File: src/design/tilemap_pkg.sv
package tilemap_pkg;

	//////////////////////////////////////////////////
	// Pixel and tile data widths
	//////////////////////////////////////////////////

	// One pixel code, one bit from each plane
	localparam int PIX_W = 3;

	// Colour attribute latched once per tile
	localparam int ATTR_W = 8;

	// Pixels in one tile row segment
	localparam int PLANE_W = 4;

	// Packed planes as they arrive from graphics ROM
	// Plane 0 in 3..0, plane 1 in 7..4, plane 2 in 11..8
	localparam int GFX_W = PIX_W * PLANE_W;

	//////////////////////////////////////////////////
	// Priority and transparency
	//////////////////////////////////////////////////

	localparam int PRI_W = 3;

	// All three planes set means nothing drawn here
	localparam logic [PIX_W-1:0] TRANSPARENT_PIX = 3'd7;

	// Power-up ordering, layer B sits above layer A
	localparam logic [PRI_W-1:0] LAYER_A_RESET_PRI = 3'd1;
	localparam logic [PRI_W-1:0] LAYER_B_RESET_PRI = 3'd2;

	//////////////////////////////////////////////////
	// CPU register select
	//////////////////////////////////////////////////

	// Address bit 0 set means no priority register
	// Otherwise address bit 2 picks the layer
	typedef enum logic [1:0] {
		SEL_LAYER_A,
		SEL_LAYER_B,
		SEL_NONE
	} reg_sel_t;

endpackage

File: src/design/priority_mixer.sv
`timescale 1ns/1ns

module priority_mixer (
	input  logic                           CLK_2H,
	input  logic                           rst,
	input  logic                           cpu_we,
	input  logic [2:0]                     cpu_addr,
	input  logic [tilemap_pkg::ATTR_W-1:0] cpu_data,
	input  logic [tilemap_pkg::PRI_W-1:0]  pri_in,
	input  logic [tilemap_pkg::ATTR_W-1:0] color_in,
	input  logic [tilemap_pkg::PIX_W-1:0]  dot_in,
	input  logic [tilemap_pkg::PIX_W-1:0]  layer_a_dot,
	input  logic [tilemap_pkg::PIX_W-1:0]  layer_b_dot,
	input  logic [tilemap_pkg::ATTR_W-1:0] layer_a_attr,
	input  logic [tilemap_pkg::ATTR_W-1:0] layer_b_attr,
	output logic [tilemap_pkg::PRI_W-1:0]  pri_out,
	output logic [tilemap_pkg::ATTR_W-1:0] color_out,
	output logic [tilemap_pkg::PIX_W-1:0]  dot_out
);
	import tilemap_pkg::*;

	reg_sel_t reg_sel;

	// Current layer priorities
	logic [PRI_W-1:0] pri_a;
	logic [PRI_W-1:0] pri_b;

	// Winner after layer A is considered
	logic [PRI_W-1:0]  mix_a_pri;
	logic [ATTR_W-1:0] mix_a_color;
	logic [PIX_W-1:0]  mix_a_dot;

	// Winner after layer B, goes to the output registers
	logic [PRI_W-1:0]  mix_b_pri;
	logic [ATTR_W-1:0] mix_b_color;
	logic [PIX_W-1:0]  mix_b_dot;

	// Opaque and strictly above what is already there
	function automatic logic takes_over(
		input logic [PIX_W-1:0] cand_dot,
		input logic [PRI_W-1:0] cand_pri,
		input logic [PRI_W-1:0] cur_pri
	);
		takes_over = (cand_dot != TRANSPARENT_PIX) && (cand_pri > cur_pri);
	endfunction

	//////////////////////////////////////////////////
	// CPU priority registers
	//////////////////////////////////////////////////

	always_comb begin
		if (cpu_addr[0]) begin
			reg_sel = SEL_NONE;
		end else if (cpu_addr[2]) begin
			reg_sel = SEL_LAYER_B;
		end else begin
			reg_sel = SEL_LAYER_A;
		end
	end

	// Priority sits in data bits 3..1
	always_ff @(posedge CLK_2H) begin
		if (rst) begin
			pri_a <= LAYER_A_RESET_PRI;
			pri_b <= LAYER_B_RESET_PRI;
		end else if (cpu_we) begin
			case (reg_sel)
				SEL_LAYER_A: pri_a <= cpu_data[3:1];
				SEL_LAYER_B: pri_b <= cpu_data[3:1];
				default: ;
			endcase
		end
	end

	//////////////////////////////////////////////////
	// Chain compare
	//////////////////////////////////////////////////

	// Ties keep the earlier source
	always_comb begin
		if (takes_over(layer_a_dot, pri_a, pri_in)) begin
			mix_a_pri   = pri_a;
			mix_a_color = layer_a_attr;
			mix_a_dot   = layer_a_dot;
		end else begin
			mix_a_pri   = pri_in;
			mix_a_color = color_in;
			mix_a_dot   = dot_in;
		end
	end

	always_comb begin
		if (takes_over(layer_b_dot, pri_b, mix_a_pri)) begin
			mix_b_pri   = pri_b;
			mix_b_color = layer_b_attr;
			mix_b_dot   = layer_b_dot;
		end else begin
			mix_b_pri   = mix_a_pri;
			mix_b_color = mix_a_color;
			mix_b_dot   = mix_a_dot;
		end
	end

	// Output stage to the next chip in the chain
	always_ff @(posedge CLK_2H) begin
		if (rst) begin
			pri_out   <= '0;
			color_out <= '0;
			dot_out   <= '0;
		end else begin
			pri_out   <= mix_b_pri;
			color_out <= mix_b_color;
			dot_out   <= mix_b_dot;
		end
	end

endmodule

File: src/design/tile_layer.sv
`timescale 1ns/1ns

module tile_layer (
	input  logic                           CLK_2H,
	input  logic                           rst,
	input  logic                           tile_load,
	input  logic                           flip,
	input  logic [tilemap_pkg::ATTR_W-1:0] attr,
	input  logic [tilemap_pkg::GFX_W-1:0]  gfx,
	output logic [tilemap_pkg::PIX_W-1:0]  dot,
	output logic [tilemap_pkg::ATTR_W-1:0] color
);
	import tilemap_pkg::*;

	// Tile attribute, held for the whole segment
	logic [ATTR_W-1:0] attr_q;

	// Incoming planes split out of the packed ROM word
	logic [PLANE_W-1:0] gfx_plane [PIX_W];

	// Plane shift registers and their next values
	logic [PLANE_W-1:0] plane_sr   [PIX_W];
	logic [PLANE_W-1:0] plane_next [PIX_W];

	//////////////////////////////////////////////////
	// Plane unpacking
	//////////////////////////////////////////////////

	always_comb begin
		for (int p = 0; p < PIX_W; p++) begin
			gfx_plane[p] = gfx[p*PLANE_W +: PLANE_W];
		end
	end

	//////////////////////////////////////////////////
	// Shift control
	//////////////////////////////////////////////////

	// Load wins over shift on the tile strobe
	// Normal order drains from bit 3, mirrored order from bit 0
	always_comb begin
		for (int p = 0; p < PIX_W; p++) begin
			if (tile_load) begin
				plane_next[p] = gfx_plane[p];
			end else if (flip) begin
				plane_next[p] = plane_sr[p] >> 1;
			end else begin
				plane_next[p] = plane_sr[p] << 1;
			end
		end
	end

	// Emptied positions fill with 0, so a stale segment reads as code 0
	always_ff @(posedge CLK_2H) begin
		if (rst) begin
			for (int p = 0; p < PIX_W; p++) begin
				plane_sr[p] <= '0;
			end
		end else begin
			for (int p = 0; p < PIX_W; p++) begin
				plane_sr[p] <= plane_next[p];
			end
		end
	end

	//////////////////////////////////////////////////
	// Attribute latch
	//////////////////////////////////////////////////

	always_ff @(posedge CLK_2H) begin
		if (rst) begin
			attr_q <= '0;
		end else if (tile_load) begin
			attr_q <= attr;
		end
	end

	assign color = attr_q;

	//////////////////////////////////////////////////
	// Pixel output
	//////////////////////////////////////////////////

	// One bit per plane from the leading end of each register
	// Plane 0 is the pixel LSB
	always_comb begin
		for (int p = 0; p < PIX_W; p++) begin
			if (flip) begin
				dot[p] = plane_sr[p][0];
			end else begin
				dot[p] = plane_sr[p][PLANE_W-1];
			end
		end
	end

endmodule

File: src/design/tilemap_mixer_top.sv
`timescale 1ns/1ns

module tilemap_mixer_top (
	input  logic                           CLK_2H,
	input  logic                           rst,
	input  logic                           tile_load,
	input  logic                           flip,
	input  logic [tilemap_pkg::ATTR_W-1:0] attr_a,
	input  logic [tilemap_pkg::GFX_W-1:0]  gfx_a,
	input  logic [tilemap_pkg::ATTR_W-1:0] attr_b,
	input  logic [tilemap_pkg::GFX_W-1:0]  gfx_b,
	input  logic [tilemap_pkg::PRI_W-1:0]  pri_in,
	input  logic [tilemap_pkg::ATTR_W-1:0] color_in,
	input  logic [tilemap_pkg::PIX_W-1:0]  dot_in,
	input  logic                           cpu_we,
	input  logic [2:0]                     cpu_addr,
	input  logic [tilemap_pkg::ATTR_W-1:0] cpu_data,
	output logic [tilemap_pkg::PRI_W-1:0]  pri_out,
	output logic [tilemap_pkg::ATTR_W-1:0] color_out,
	output logic [tilemap_pkg::PIX_W-1:0]  dot_out
);
	import tilemap_pkg::*;

	// Layer pixels into the mixer
	logic [PIX_W-1:0]  layer_a_dot;
	logic [ATTR_W-1:0] layer_a_attr;
	logic [PIX_W-1:0]  layer_b_dot;
	logic [ATTR_W-1:0] layer_b_attr;

	//////////////////////////////////////////////////
	// Tile layers
	//////////////////////////////////////////////////

	tile_layer i_layer_a (
		.CLK_2H    (CLK_2H),
		.rst       (rst),
		.tile_load (tile_load),
		.flip      (flip),
		.attr      (attr_a),
		.gfx       (gfx_a),
		.dot       (layer_a_dot),
		.color     (layer_a_attr)
	);

	tile_layer i_layer_b (
		.CLK_2H    (CLK_2H),
		.rst       (rst),
		.tile_load (tile_load),
		.flip      (flip),
		.attr      (attr_b),
		.gfx       (gfx_b),
		.dot       (layer_b_dot),
		.color     (layer_b_attr)
	);

	//////////////////////////////////////////////////
	// Priority mix with the chained pixel
	//////////////////////////////////////////////////

	priority_mixer i_mixer (
		.CLK_2H       (CLK_2H),
		.rst          (rst),
		.cpu_we       (cpu_we),
		.cpu_addr     (cpu_addr),
		.cpu_data     (cpu_data),
		.pri_in       (pri_in),
		.color_in     (color_in),
		.dot_in       (dot_in),
		.layer_a_dot  (layer_a_dot),
		.layer_b_dot  (layer_b_dot),
		.layer_a_attr (layer_a_attr),
		.layer_b_attr (layer_b_attr),
		.pri_out      (pri_out),
		.color_out    (color_out),
		.dot_out      (dot_out)
	);

endmodule

File: config.mk
export PLATFORM = sky130hd
export DESIGN_NAME = tilemap_mixer_top
export DESIGN_NICKNAME = d
export VERILOG_FILES = /design/src/design/tilemap_pkg.sv /design/src/design/priority_mixer.sv /design/src/design/tile_layer.sv /design/src/design/tilemap_mixer_top.sv
export SDC_FILE = /design/constraint.sdc
export NUM_CORES = 1
export LEC_CHECK = 0
export BUFFER_PORTS_ARGS = -buffer_cell sky130_fd_sc_hd__buf_2
export CAP_MARGIN = 30
export CORE_MARGIN = 8
export CORE_UTILIZATION = 40
export DETAILED_ROUTE_END_ITERATION = 6
export PLACE_DENSITY = 0.67
export SETUP_SLACK_MARGIN = 0.4
export SLEW_MARGIN = 10
export SYNTH_ARGS = -nofsm -noshare
export SYNTH_HDL_FRONTEND = slang
export SYNTH_SLANG_ARGS = --single-unit
export TNS_END_PERCENT = 50
File: constraint.sdc
create_clock -name CLK_2H -period 3 [get_ports CLK_2H]
set_clock_uncertainty 0.1 [all_clocks]
set_input_delay 0.3 -clock CLK_2H [delete_from_list [all_inputs] [get_ports CLK_2H]]
set_output_delay 0.3 -clock CLK_2H [all_outputs]
set_load 0.03 [all_outputs]
[Yosys cells after proc, flatten, opt, wreduce, memory -nomap -nowiden]
Memories as Yosys holds them, arrays and structs flattened.
Cells that the tools add are included.
Word-level totals
  register bits: 36
  bits in writable memories: 24
  input bits: 70
  output and inout bits: 14
  word-level logic and storage cells: 60
  memories: 2
Memories
  i_layer_a.plane_sr: depth 3, bits a word 4, rd ports 3, clocked after Yosys merged registers in 0, write ports 3, RTL line tile_layer.sv:22  | logic [PLANE_W-1:0] plane_sr [PIX_W];
  i_layer_b.plane_sr: depth 3, bits a word 4, rd ports 3, clocked after Yosys merged registers in 0, write ports 3, RTL line tile_layer.sv:22
Cells by class
  order comparisons: 2
  equality and inequality tests: 3
  multiplexer cells: 35
  bitwise gates (word level): 6
  reductions and logical operators: 5
Operator list (count)
  4-bit two-way mux: 18
  8-bit two-way mux: 2
  3-bit two-way mux: 4
  1-bit two-way mux: 10
  3-bit greater-than comparator: 2
  3-bit != test, second input constant: 2
  1-bit bitwise OR: 6
  2-bit AND reduction: 2
  2-bit by 1-bit equality test with 1-bit output, second input constant: 1
  1-bit logical AND: 2
  2-bit logical NOT: 1
  2-bit two-way mux: 1

[Longest topological paths before layout]
Gate-level depths: netlist of the first run.
An unclocked memory read counts as a cell.
  depth in word-level cells: 8
  depth in mapped cells: 14

[Cells and area by module]
A second synthesis of the first run with hierarchy kept.
Unflattened totals
  cell total of the unflattened synthesis: 295
  area, all modules: 3031.7 sq um
Modules (own cells, without submodules)
  tile_layer: times used 2, cells an instance 83, area an instance 857.1 sq um, seq. area each 400.4 sq um
  priority_mixer: times used 1, cells an instance 129, area an instance 1317.5 sq um, seq. area each 400.4 sq um

[Worst setup path before layout of the first run]
OpenSTA, ideal clock, no wires.
  path type: input to register
  start point: input pri_in[2] in the netlist's numbering
  end point: register i_mixer.pri_out[1] in the netlist's numbering
  arrival time: 2720 ps
  setup slack: 106 ps
  cell stages on the path: 14
  buffers on the path: 3
  cell sequence: inv_1 > ha_1 > and3b_1 > o21a_1 > clkbuf_1 > nand3_1 > and2_1 > ha_1 > nand3_1 > o21ai_1 > or3_1 > buf_2 > buf_6 > a31oi_1
On the way
  word-level cells in the longest chain between the ends: 6
Ends and longest elaborated chain
  start, declared: RTL line tilemap_mixer_top.sv:12  | input logic [tilemap_pkg::PRI_W-1:0] pri_in,
  3-bit greater-than comparator: RTL line priority_mixer.sv:44  | takes_over = (cand_dot != TRANSPARENT_PIX) && (cand_pri > cur_pri);
  1-bit logical AND: RTL line priority_mixer.sv:44
  3-bit two-way mux *: RTL line priority_mixer.sv:81  | if (takes_over(layer_a_dot, pri_a, pri_in)) begin
  3-bit greater-than comparator: RTL line priority_mixer.sv:44
  1-bit logical AND: RTL line priority_mixer.sv:44
  3-bit two-way mux *: RTL line priority_mixer.sv:93  | if (takes_over(layer_b_dot, pri_b, mix_a_pri)) begin
  end signal, assigned: RTL line priority_mixer.sv:111  | pri_out <= mix_b_pri;
  end, declared: RTL line priority_mixer.sv:16  | output logic [tilemap_pkg::PRI_W-1:0] pri_out,
Mark *: on every way between the ends. The rest lies on a longest branch, timed or not.
A chain may end at the register's enable or synchronous reset.

[Worst setup path after layout of the first run]
  start point: register i_mixer.pri_a[1]
  end point: register i_mixer.dot_out[2] in the netlist's numbering
On the way
  word-level cells in the longest chain between the ends: 6
  elaborated cells between the ends (all ways): 7
Ends and longest elaborated chain
  start, declared: RTL line priority_mixer.sv:25  | logic [PRI_W-1:0] pri_a;
  start signal, assigned: RTL line priority_mixer.sv:68  | SEL_LAYER_A: pri_a <= cpu_data[3:1];
  3-bit greater-than comparator: RTL line priority_mixer.sv:44
  1-bit logical AND: RTL line priority_mixer.sv:44
  3-bit two-way mux: RTL line priority_mixer.sv:81
  3-bit greater-than comparator: RTL line priority_mixer.sv:44
  1-bit logical AND: RTL line priority_mixer.sv:44
  3-bit two-way mux *: RTL line priority_mixer.sv:93
  end signal, assigned: RTL line priority_mixer.sv:113  | dot_out <= mix_b_dot;
  end, declared: RTL line priority_mixer.sv:18  | output logic [tilemap_pkg::PIX_W-1:0] dot_out
Marks and branches as above.

==> results of run 1 <==
==> stage by stage <==
step | hold slack (ns) | util (%) | power [uW] | setup WS, ns | instances
floorplan | 0.325 | - | 1190 | 0.408 | 296
global placement | 0.372 | 48.4 | 1310 | 0.183 | 442
detailed placement | 0.382 | 48.4 | 1320 | 0.165 | 442
CTS | 0.0907 | 54.1 | 2160 | 0.369 | 467
global route | 0.105 | 55.7 | 2290 | 0.305 | 472
finish | 0.102 | 55.7 | 2190 | 0.381 | 472
==> power breakdown <==
| part | switching [uW] | total, uW | internal (uW) |
|---|---|---|---|
| sequential | 26.5 | 885 | 859 |
| combinational | 283 | 503 | 221 |
| clock | 310 | 797 | 486 |
| total | 619 | 2190 | 1570 |
==> what timing repair did <==
| action | 4_1_cts | 5_1_grt |
|---|---|---|
| resized for setup | 21 | 9 |
| gates cloned | 1 | 0 |
| hold buffers | 0 | 0 |
| pin swaps | 13 | 11 |
| setup endpoints to repair | 14 | 14 |
| setup buffers | 8 | 4 |
==> cells in the final DEF, fill, tap and decap left out, types with 4 or more instances in the layout <==
| master | n |
|---|---|
| ha_4 | 5 |
| o41ai_1 | 8 |
| nand3_1 | 10 |
| a21oi_1 | 13 |
| mux2i_1 | 34 |
| o21ai_0 | 8 |
| inv_1 | 9 |
| a31oi_1 | 9 |
| nand3_2 | 4 |
| buf_2 | 77 |
| dfxtp_1 | 57 |
| nor2_1 | 60 |
| a22oi_1 | 12 |
| clkbuf_8 | 10 |
| buf_4 | 23 |
==> cells in the mapped netlist (2+ instances only) <==
master    instances  area share [%]
a21oi_1          13             2.4
clkbuf_1         15             2.1
buf_6             3             1.2
a221oi_2          3             1.7
o31ai_1           3            0.83
and2_1            2            0.46
buf_2             4            0.73
o21ai_0          10             1.8
mux2_2            2            0.83
nand3_1          15             2.8
dfxtp_1          60              44
nand3b_1          2            0.55
a22oi_1          12             3.3
mux2i_1          34              12
nor2_1           60             8.3
o41ai_1          11             3.5
o21ai_1           3            0.55
ha_1              6             2.8
a31oi_1          11             2.5
nand2_1           3            0.41
mux2_4            3             1.7
inv_1            10             1.4
==> how the worst max path moves through the flow <==
stage                                  startpoint                            end  slack, ns  cells after the start
floorplan                               pri_in[1]  i_mixer.pri_out[1]$_SDFF_PP0_       0.41                     14
global placement                        pri_in[1]  i_mixer.dot_out[2]$_SDFF_PP0_       0.18                     13
detailed placement                      pri_in[1]  i_mixer.dot_out[0]$_SDFF_PP0_       0.17                     13
CTS                 i_mixer.pri_a[2]$_SDFFE_PP0P_  i_mixer.dot_out[0]$_SDFF_PP0_       0.37                     11
global route        i_mixer.pri_a[2]$_SDFFE_PP0P_  i_mixer.dot_out[2]$_SDFF_PP0_       0.30                     11
finish              i_mixer.pri_a[1]$_SDFFE_PP0P_  i_mixer.dot_out[2]$_SDFF_PP0_       0.38                     11
==> cell type report <==
type	instances	area (um2)	share of cell area [%]
Multi-Input combinational cell	203	1570	42.2
Sequential cell	60	1210	32.5
Timing Repair Buffer	103	588	15.8
Clock buffer	11	141	3.80
Tap cell	80	100	2.69
Clock inverter	5	75.1	2.02
Inverter	10	37.5	1.01
==> state kept, by name (all words and copies together), names as in the netlist <==
name,count
i_layer_a.color,8
i_layer_a.plane_sr,12
i_layer_b.color,8
i_layer_b.plane_sr,12
i_mixer.color_out,8
i_mixer.dot_out,3
i_mixer.pri_a,3
i_mixer.pri_b,3
i_mixer.pri_out,3
==> cell families (layout without fill, tap and decap cells) <==
logic type,Yosys count,count (layout),synth area share [%]
simple gates,87,87,13.9
fa+ha+maj,6,6,2.75
buf+inv,33,129,5.56
flops,60,60,44.1
compound gates,71,71,18.7
mux,39,39,15.0
==> per-layer routing <==
| layer | wire (um) | share of wire [%] | vias to the layer above | track usage [%] |
|---|---|---|---|---|
| met2 | 3750 | 49 | 75 | 26.3 |
| li1 | - | - | 1243 | - |
| met4 | 139 | 1.8 | 0 | 7.32 |
| met1 | 3470 | 45 | 1188 | 19.6 |
| met3 | 358 | 4.6 | 14 | 3.24 |
| met5 | 0 | 0 | - | 0 |
==> worst max-delay path, stage by stage, from the launching register on <==
cell and delay (ns):
dfxtp_2 0.35, ha_4 0.20, and3b_2 0.24, o21ai_4 0.19, o21ai_2 0.09, and2_4 0.17
ha_4 0.23, nand3_4 0.09, o21ai_4 0.07, or3_4 0.40, buf_8 0.16, a221oi_2 0.24
==> results_dict.tcl, run 1 <==
set metrics [dict create \
    run_status "completed" \
    areaGrowthSynthToFinish_pct 36.5 \
    cts-buffers-inserted 9 \
    min_from "gfx_a[6]" \
    cp_max_fo 7 \
    period_share_pct 87.3 \
    clock_sinks 60 \
    hold_depth 3 \
    fmax_ghz 0.382 \
    p_leak_uw 0.00170 \
    finalSetupViolations 0 \
    worstPathArrival_ns 2.77 \
    post_dp_cell_area_um2 3230 \
    r2r-start "i_mixer.pri_a[1]$_SDFFE_PP0P_" \
    worst_ep_required_time_ns 3.15 \
    min_period_ns 2.62 \
    root_buffer "clkbuf_8" \
    hold_end "i_layer_a.plane_sr[0][6]$_SDFF_PP0_" \
    grt_setup_unrepaired "yes" \
    final_hold_viol_count 0 \
    n_fill_cell 591 \
    synth_edf_count 0 \
    ys.warnings.count 0 \
    ant_nets 0 \
    layout-drive-gt1-share_pct 40.3 \
    grt_pass1_wl_mm 12.7 \
    grt_max_degree 45 \
    overflow 0 \
    num_vias 2520 \
    nNetsFinal 463 \
    vdd_drop_max_mv 0.329 \
    synth_cells 296 \
    power_density_nw_per_um2 587 \
    relSlewSlack_pct 57.3 \
    diodes 0 \
    synth-async-reset-ratio_pct 0 \
    slew_violations 0 \
    clkSlewWorstSetupHoldPaths_ns 0.07 \
    syn_nets 372 \
    first_pass_iters 4 \
    final_area_um2 3720 \
    insertion_delay_ns 0.33 \
    r2r_end "i_mixer.dot_out[2]$_SDFF_PP0_" \
    synth_area_um2 2730 \
    start_kind "flop" \
    first_global_vias 2625 \
    die_w_um 98.5 \
    antenna_found_initial 0 \
    ios 84 \
    endpoint_kind "flop" \
    critical_path_class "flop to flop" \
    io_buffers 77 \
    drt_wl_total_mm 7.72 \
    r2r_cells 11 \
    die_height_um 98.5 \
    synth_cell_types 33 \
    ys.flop_type "dfxtp_1" \
    wire_per_inst_um 16.4 \
    drc 0 \
    drtIter0Drc 180 \
    synth_seq_cells 60 \
    track_usage_pct 16.0 \
    core_um2 6680 \
    row_count 30 \
    cts.path.max_buffers 2 \
    gp_congestion 0.779 \
    drv_cap 0 \
    htreeDepth 3 \
    hp-class "input port to flop" \
    rrSetupSlack_ns 0.38 \
    dieArea_um2 9710 \
    viasPerCell 5.34 \
    worstMarginPinSlew_ns 0.640 \
    initial_core_util_pct 40.8 \
    tns_ns 0 \
    cts_tree "yes" \
    syn_area_per_cell_um2 9.21 \
    ys_seq_area_share_pct 44.1 \
    hpwlAfterDp_mm 5.29 \
]
No activity file was read; power rests on OpenSTA's default activity.
==> run 2, diff against run 1 <==
Settings changed: SETUP_SLACK_MARGIN 0.4 to default.
==> run 2 against run 1 <==
Net effect: routed wire length is 5.3% lower; power fell by 12%; first-iteration DRC count is 27% lower; flip-flop and latch count stayed put.
==> results_dict.tcl, run 2 (same netlist as run 1, synthesis figures left out) <==
set metrics [dict create \
    run_status "completed" \
    ios 84 \
    vdd_drop_max_mv 0.258 \
    drt_wl_total_mm 7.31 \
    first_pass_iters 4 \
    grt_max_degree 45 \
    io_buffers 77 \
    cts_tree "yes" \
    drc 0 \
    core_um2 6680 \
    root_buffer "clkbuf_8" \
    p_sw_share_pct 30.6 \
    cts-buffers-inserted 9 \
    fin_cells 463 \
    p_clk_share_pct 31.5 \
    nNetsFinal 455 \
    antenna_found_initial 0 \
    crit_cells 11 \
    r2r-start "i_mixer.pri_a[2]$_SDFFE_PP0P_" \
    row_count 30 \
    overflow 0 \
    crit_family "simple AND/OR/NAND/NOR gates" \
    initial_core_util_pct 40.8 \
    hold_ws_ns 0.0890 \
    worst_ep_required_time_ns 3.15 \
    switching_power_uw 586 \
    final_common_cell "buf_2" \
    num_vias 2446 \
    worstMarginPinSlew_ns 0.615 \
    slew_violations 0 \
    final_hold_viol_count 0 \
    viasPerCell 5.28 \
    r2r_end "i_mixer.dot_out[0]$_SDFF_PP0_" \
    insertion_delay_ns 0.34 \
    hpwlAfterDp_mm 5.34 \
    critical_path.startpoint "i_mixer.pri_a[2]$_SDFFE_PP0P_" \
    drtIter0Drc 132 \
    placedCellCount 448 \
    endpoint_kind "flop" \
    hp-class "input port to flop" \
    relSlewSlack_pct 59.0 \
    grt_pass1_wl_mm 12.0 \
    fmax_ghz 0.350 \
    die_height_um 98.5 \
    postCtsSetupBuffers 0 \
    fin_total_pwr_uw 1920 \
    critPathSlowestCell "or3_1" \
    p_int_uw 1330 \
    post_dp_cell_area_um2 3230 \
    rrSetupSlack_ns 0.14 \
    diodes 0 \
    gp_congestion 0.782 \
    crit_path_end "i_mixer.dot_out[0]$_SDFF_PP0_" \
    top_regs "i_layer_a.plane_sr: 12 flops, i_layer_b.plane_sr: 12 flops" \
    wire_per_inst_um 15.8 \
    crit_chain "ha_1 > and3b_1 > o21a_2 > nand3_1 > and2_1 > ha_1 > nand3_1 > o21ai_1 > or3_1 > buf_6 > a221oi_2" \
    finalSetupViolations 0 \
    clock_sinks 60 \
    drv_cap 0 \
    p_comb_share_pct 22.4 \
    die_w_um 98.5 \
    p_leak_uw 0.00160 \
    power.share.sequential_pct 46.1 \
    dieArea_um2 9710 \
    cts.path.max_buffers 2 \
    r2r_cells 11 \
    period_share_pct 95.4 \
    first_global_vias 2511 \
    htreeDepth 3 \
    start_kind "flop" \
    cpPeakStageDelay_ns 0.41 \
    min_period_ns 2.86 \
    clkSlewWorstSetupHoldPaths_ns 0.07 \
    mostFrequentLayoutCells "buf_2 (77), nor2_1 (60), dfxtp_1 (60)" \
    critical_path_class "flop to flop" \
    track_usage_pct 15.4 \
    worstPathArrival_ns 3.01 \
    path_buf_inv 1 \
    power_density_nw_per_um2 564 \
    cp_max_fo 11 \
    final_area_um2 3400 \
    layout-drive-gt1-share_pct 32.1 \
    ant_nets 0 \
    areaGrowthSynthToFinish_pct 24.8 \
]
-- run 2: layout make-up --
cell class,count,area (um2)
timing repair buffer,95,524
tap,80,100
inverter,10,37.5
clock inverter,5,30.0
clock buffer,10,128
multi-input combinational,203,1380
sequential,60,1200
fill,665,3280
-- run 2: power by group through the flow --
| stage | clock network [uW] | logic [uW] | registers (uW) |
|---|---|---|---|
| after global placement | 0 | 417 | 902 |
| after CTS | 616 | 425 | 885 |
| after detailed placement | 0 | 424 | 902 |
| after floorplan | 0 | 216 | 958 |
| final | 603 | 429 | 885 |
| after global routing | 652 | 469 | 891 |
-- run 2: worst min-delay path, cell delays in order --
cell and delay, ns:
buf_2 0.07, a21oi_1 0.05, nor2_1 0.07
-- run 2: worst min-delay path by stage --
| stage | startpoint | end | slack, ns | cells after the start |
|---|---|---|---|---|
| CTS | gfx_a[2] | i_layer_a.plane_sr[0][2]$_SDFF_PP0_ | 0.07 | 3 |
| global route | gfx_b[2] | i_layer_b.plane_sr[0][2]$_SDFF_PP0_ | 0.10 | 3 |
| global placement | i_layer_b.plane_sr[0][2]$_SDFF_PP0_ | i_layer_b.plane_sr[0][3]$_SDFF_PP0_ | 0.37 | 2 |
| finish | gfx_b[1] | i_layer_b.plane_sr[0][1]$_SDFF_PP0_ | 0.09 | 3 |
| detailed placement | i_layer_a.color[3]$_SDFFE_PP0P_ | i_layer_a.color[3]$_SDFFE_PP0P_ | 0.38 | 2 |
| floorplan | cpu_data[2] | i_mixer.pri_b[1]$_SDFFE_PP1P_ | 0.33 | 2 |
-- run 2: timing repair --
| action | 4_1_cts | 5_1_grt |
|---|---|---|
| resized for setup | 0 | 6 |
| hold buffers | 0 | 0 |
| setup endpoints to repair | 0 | 14 |
-- run 2: metrics by stage --
stage | worst slack [ns] | TNS, ns | utilization (%)
3_5_place_dp | -0.0401 | -0.0874 | 48.4
6_report | 0.139 | 0 | 50.9
4_1_cts | 0.0472 | 0 | 50.7
2_1_floorplan | 0.106 | 0 | -
5_1_grt | -0.00775 | -0.00775 | 50.9
3_3_place_gp | 0.0266 | 0 | 48.3
-- run 2: metal layers --
layer | global-route usage (%) | vias to the layer above | routed length [um]
met5 | 0 | - | 0
met4 | 9.33 | 0 | 129
met3 | 2.54 | 8 | 301
met2 | 23.9 | 68 | 3470
met1 | 19.5 | 1133 | 3410
li1 | - | 1237 | -
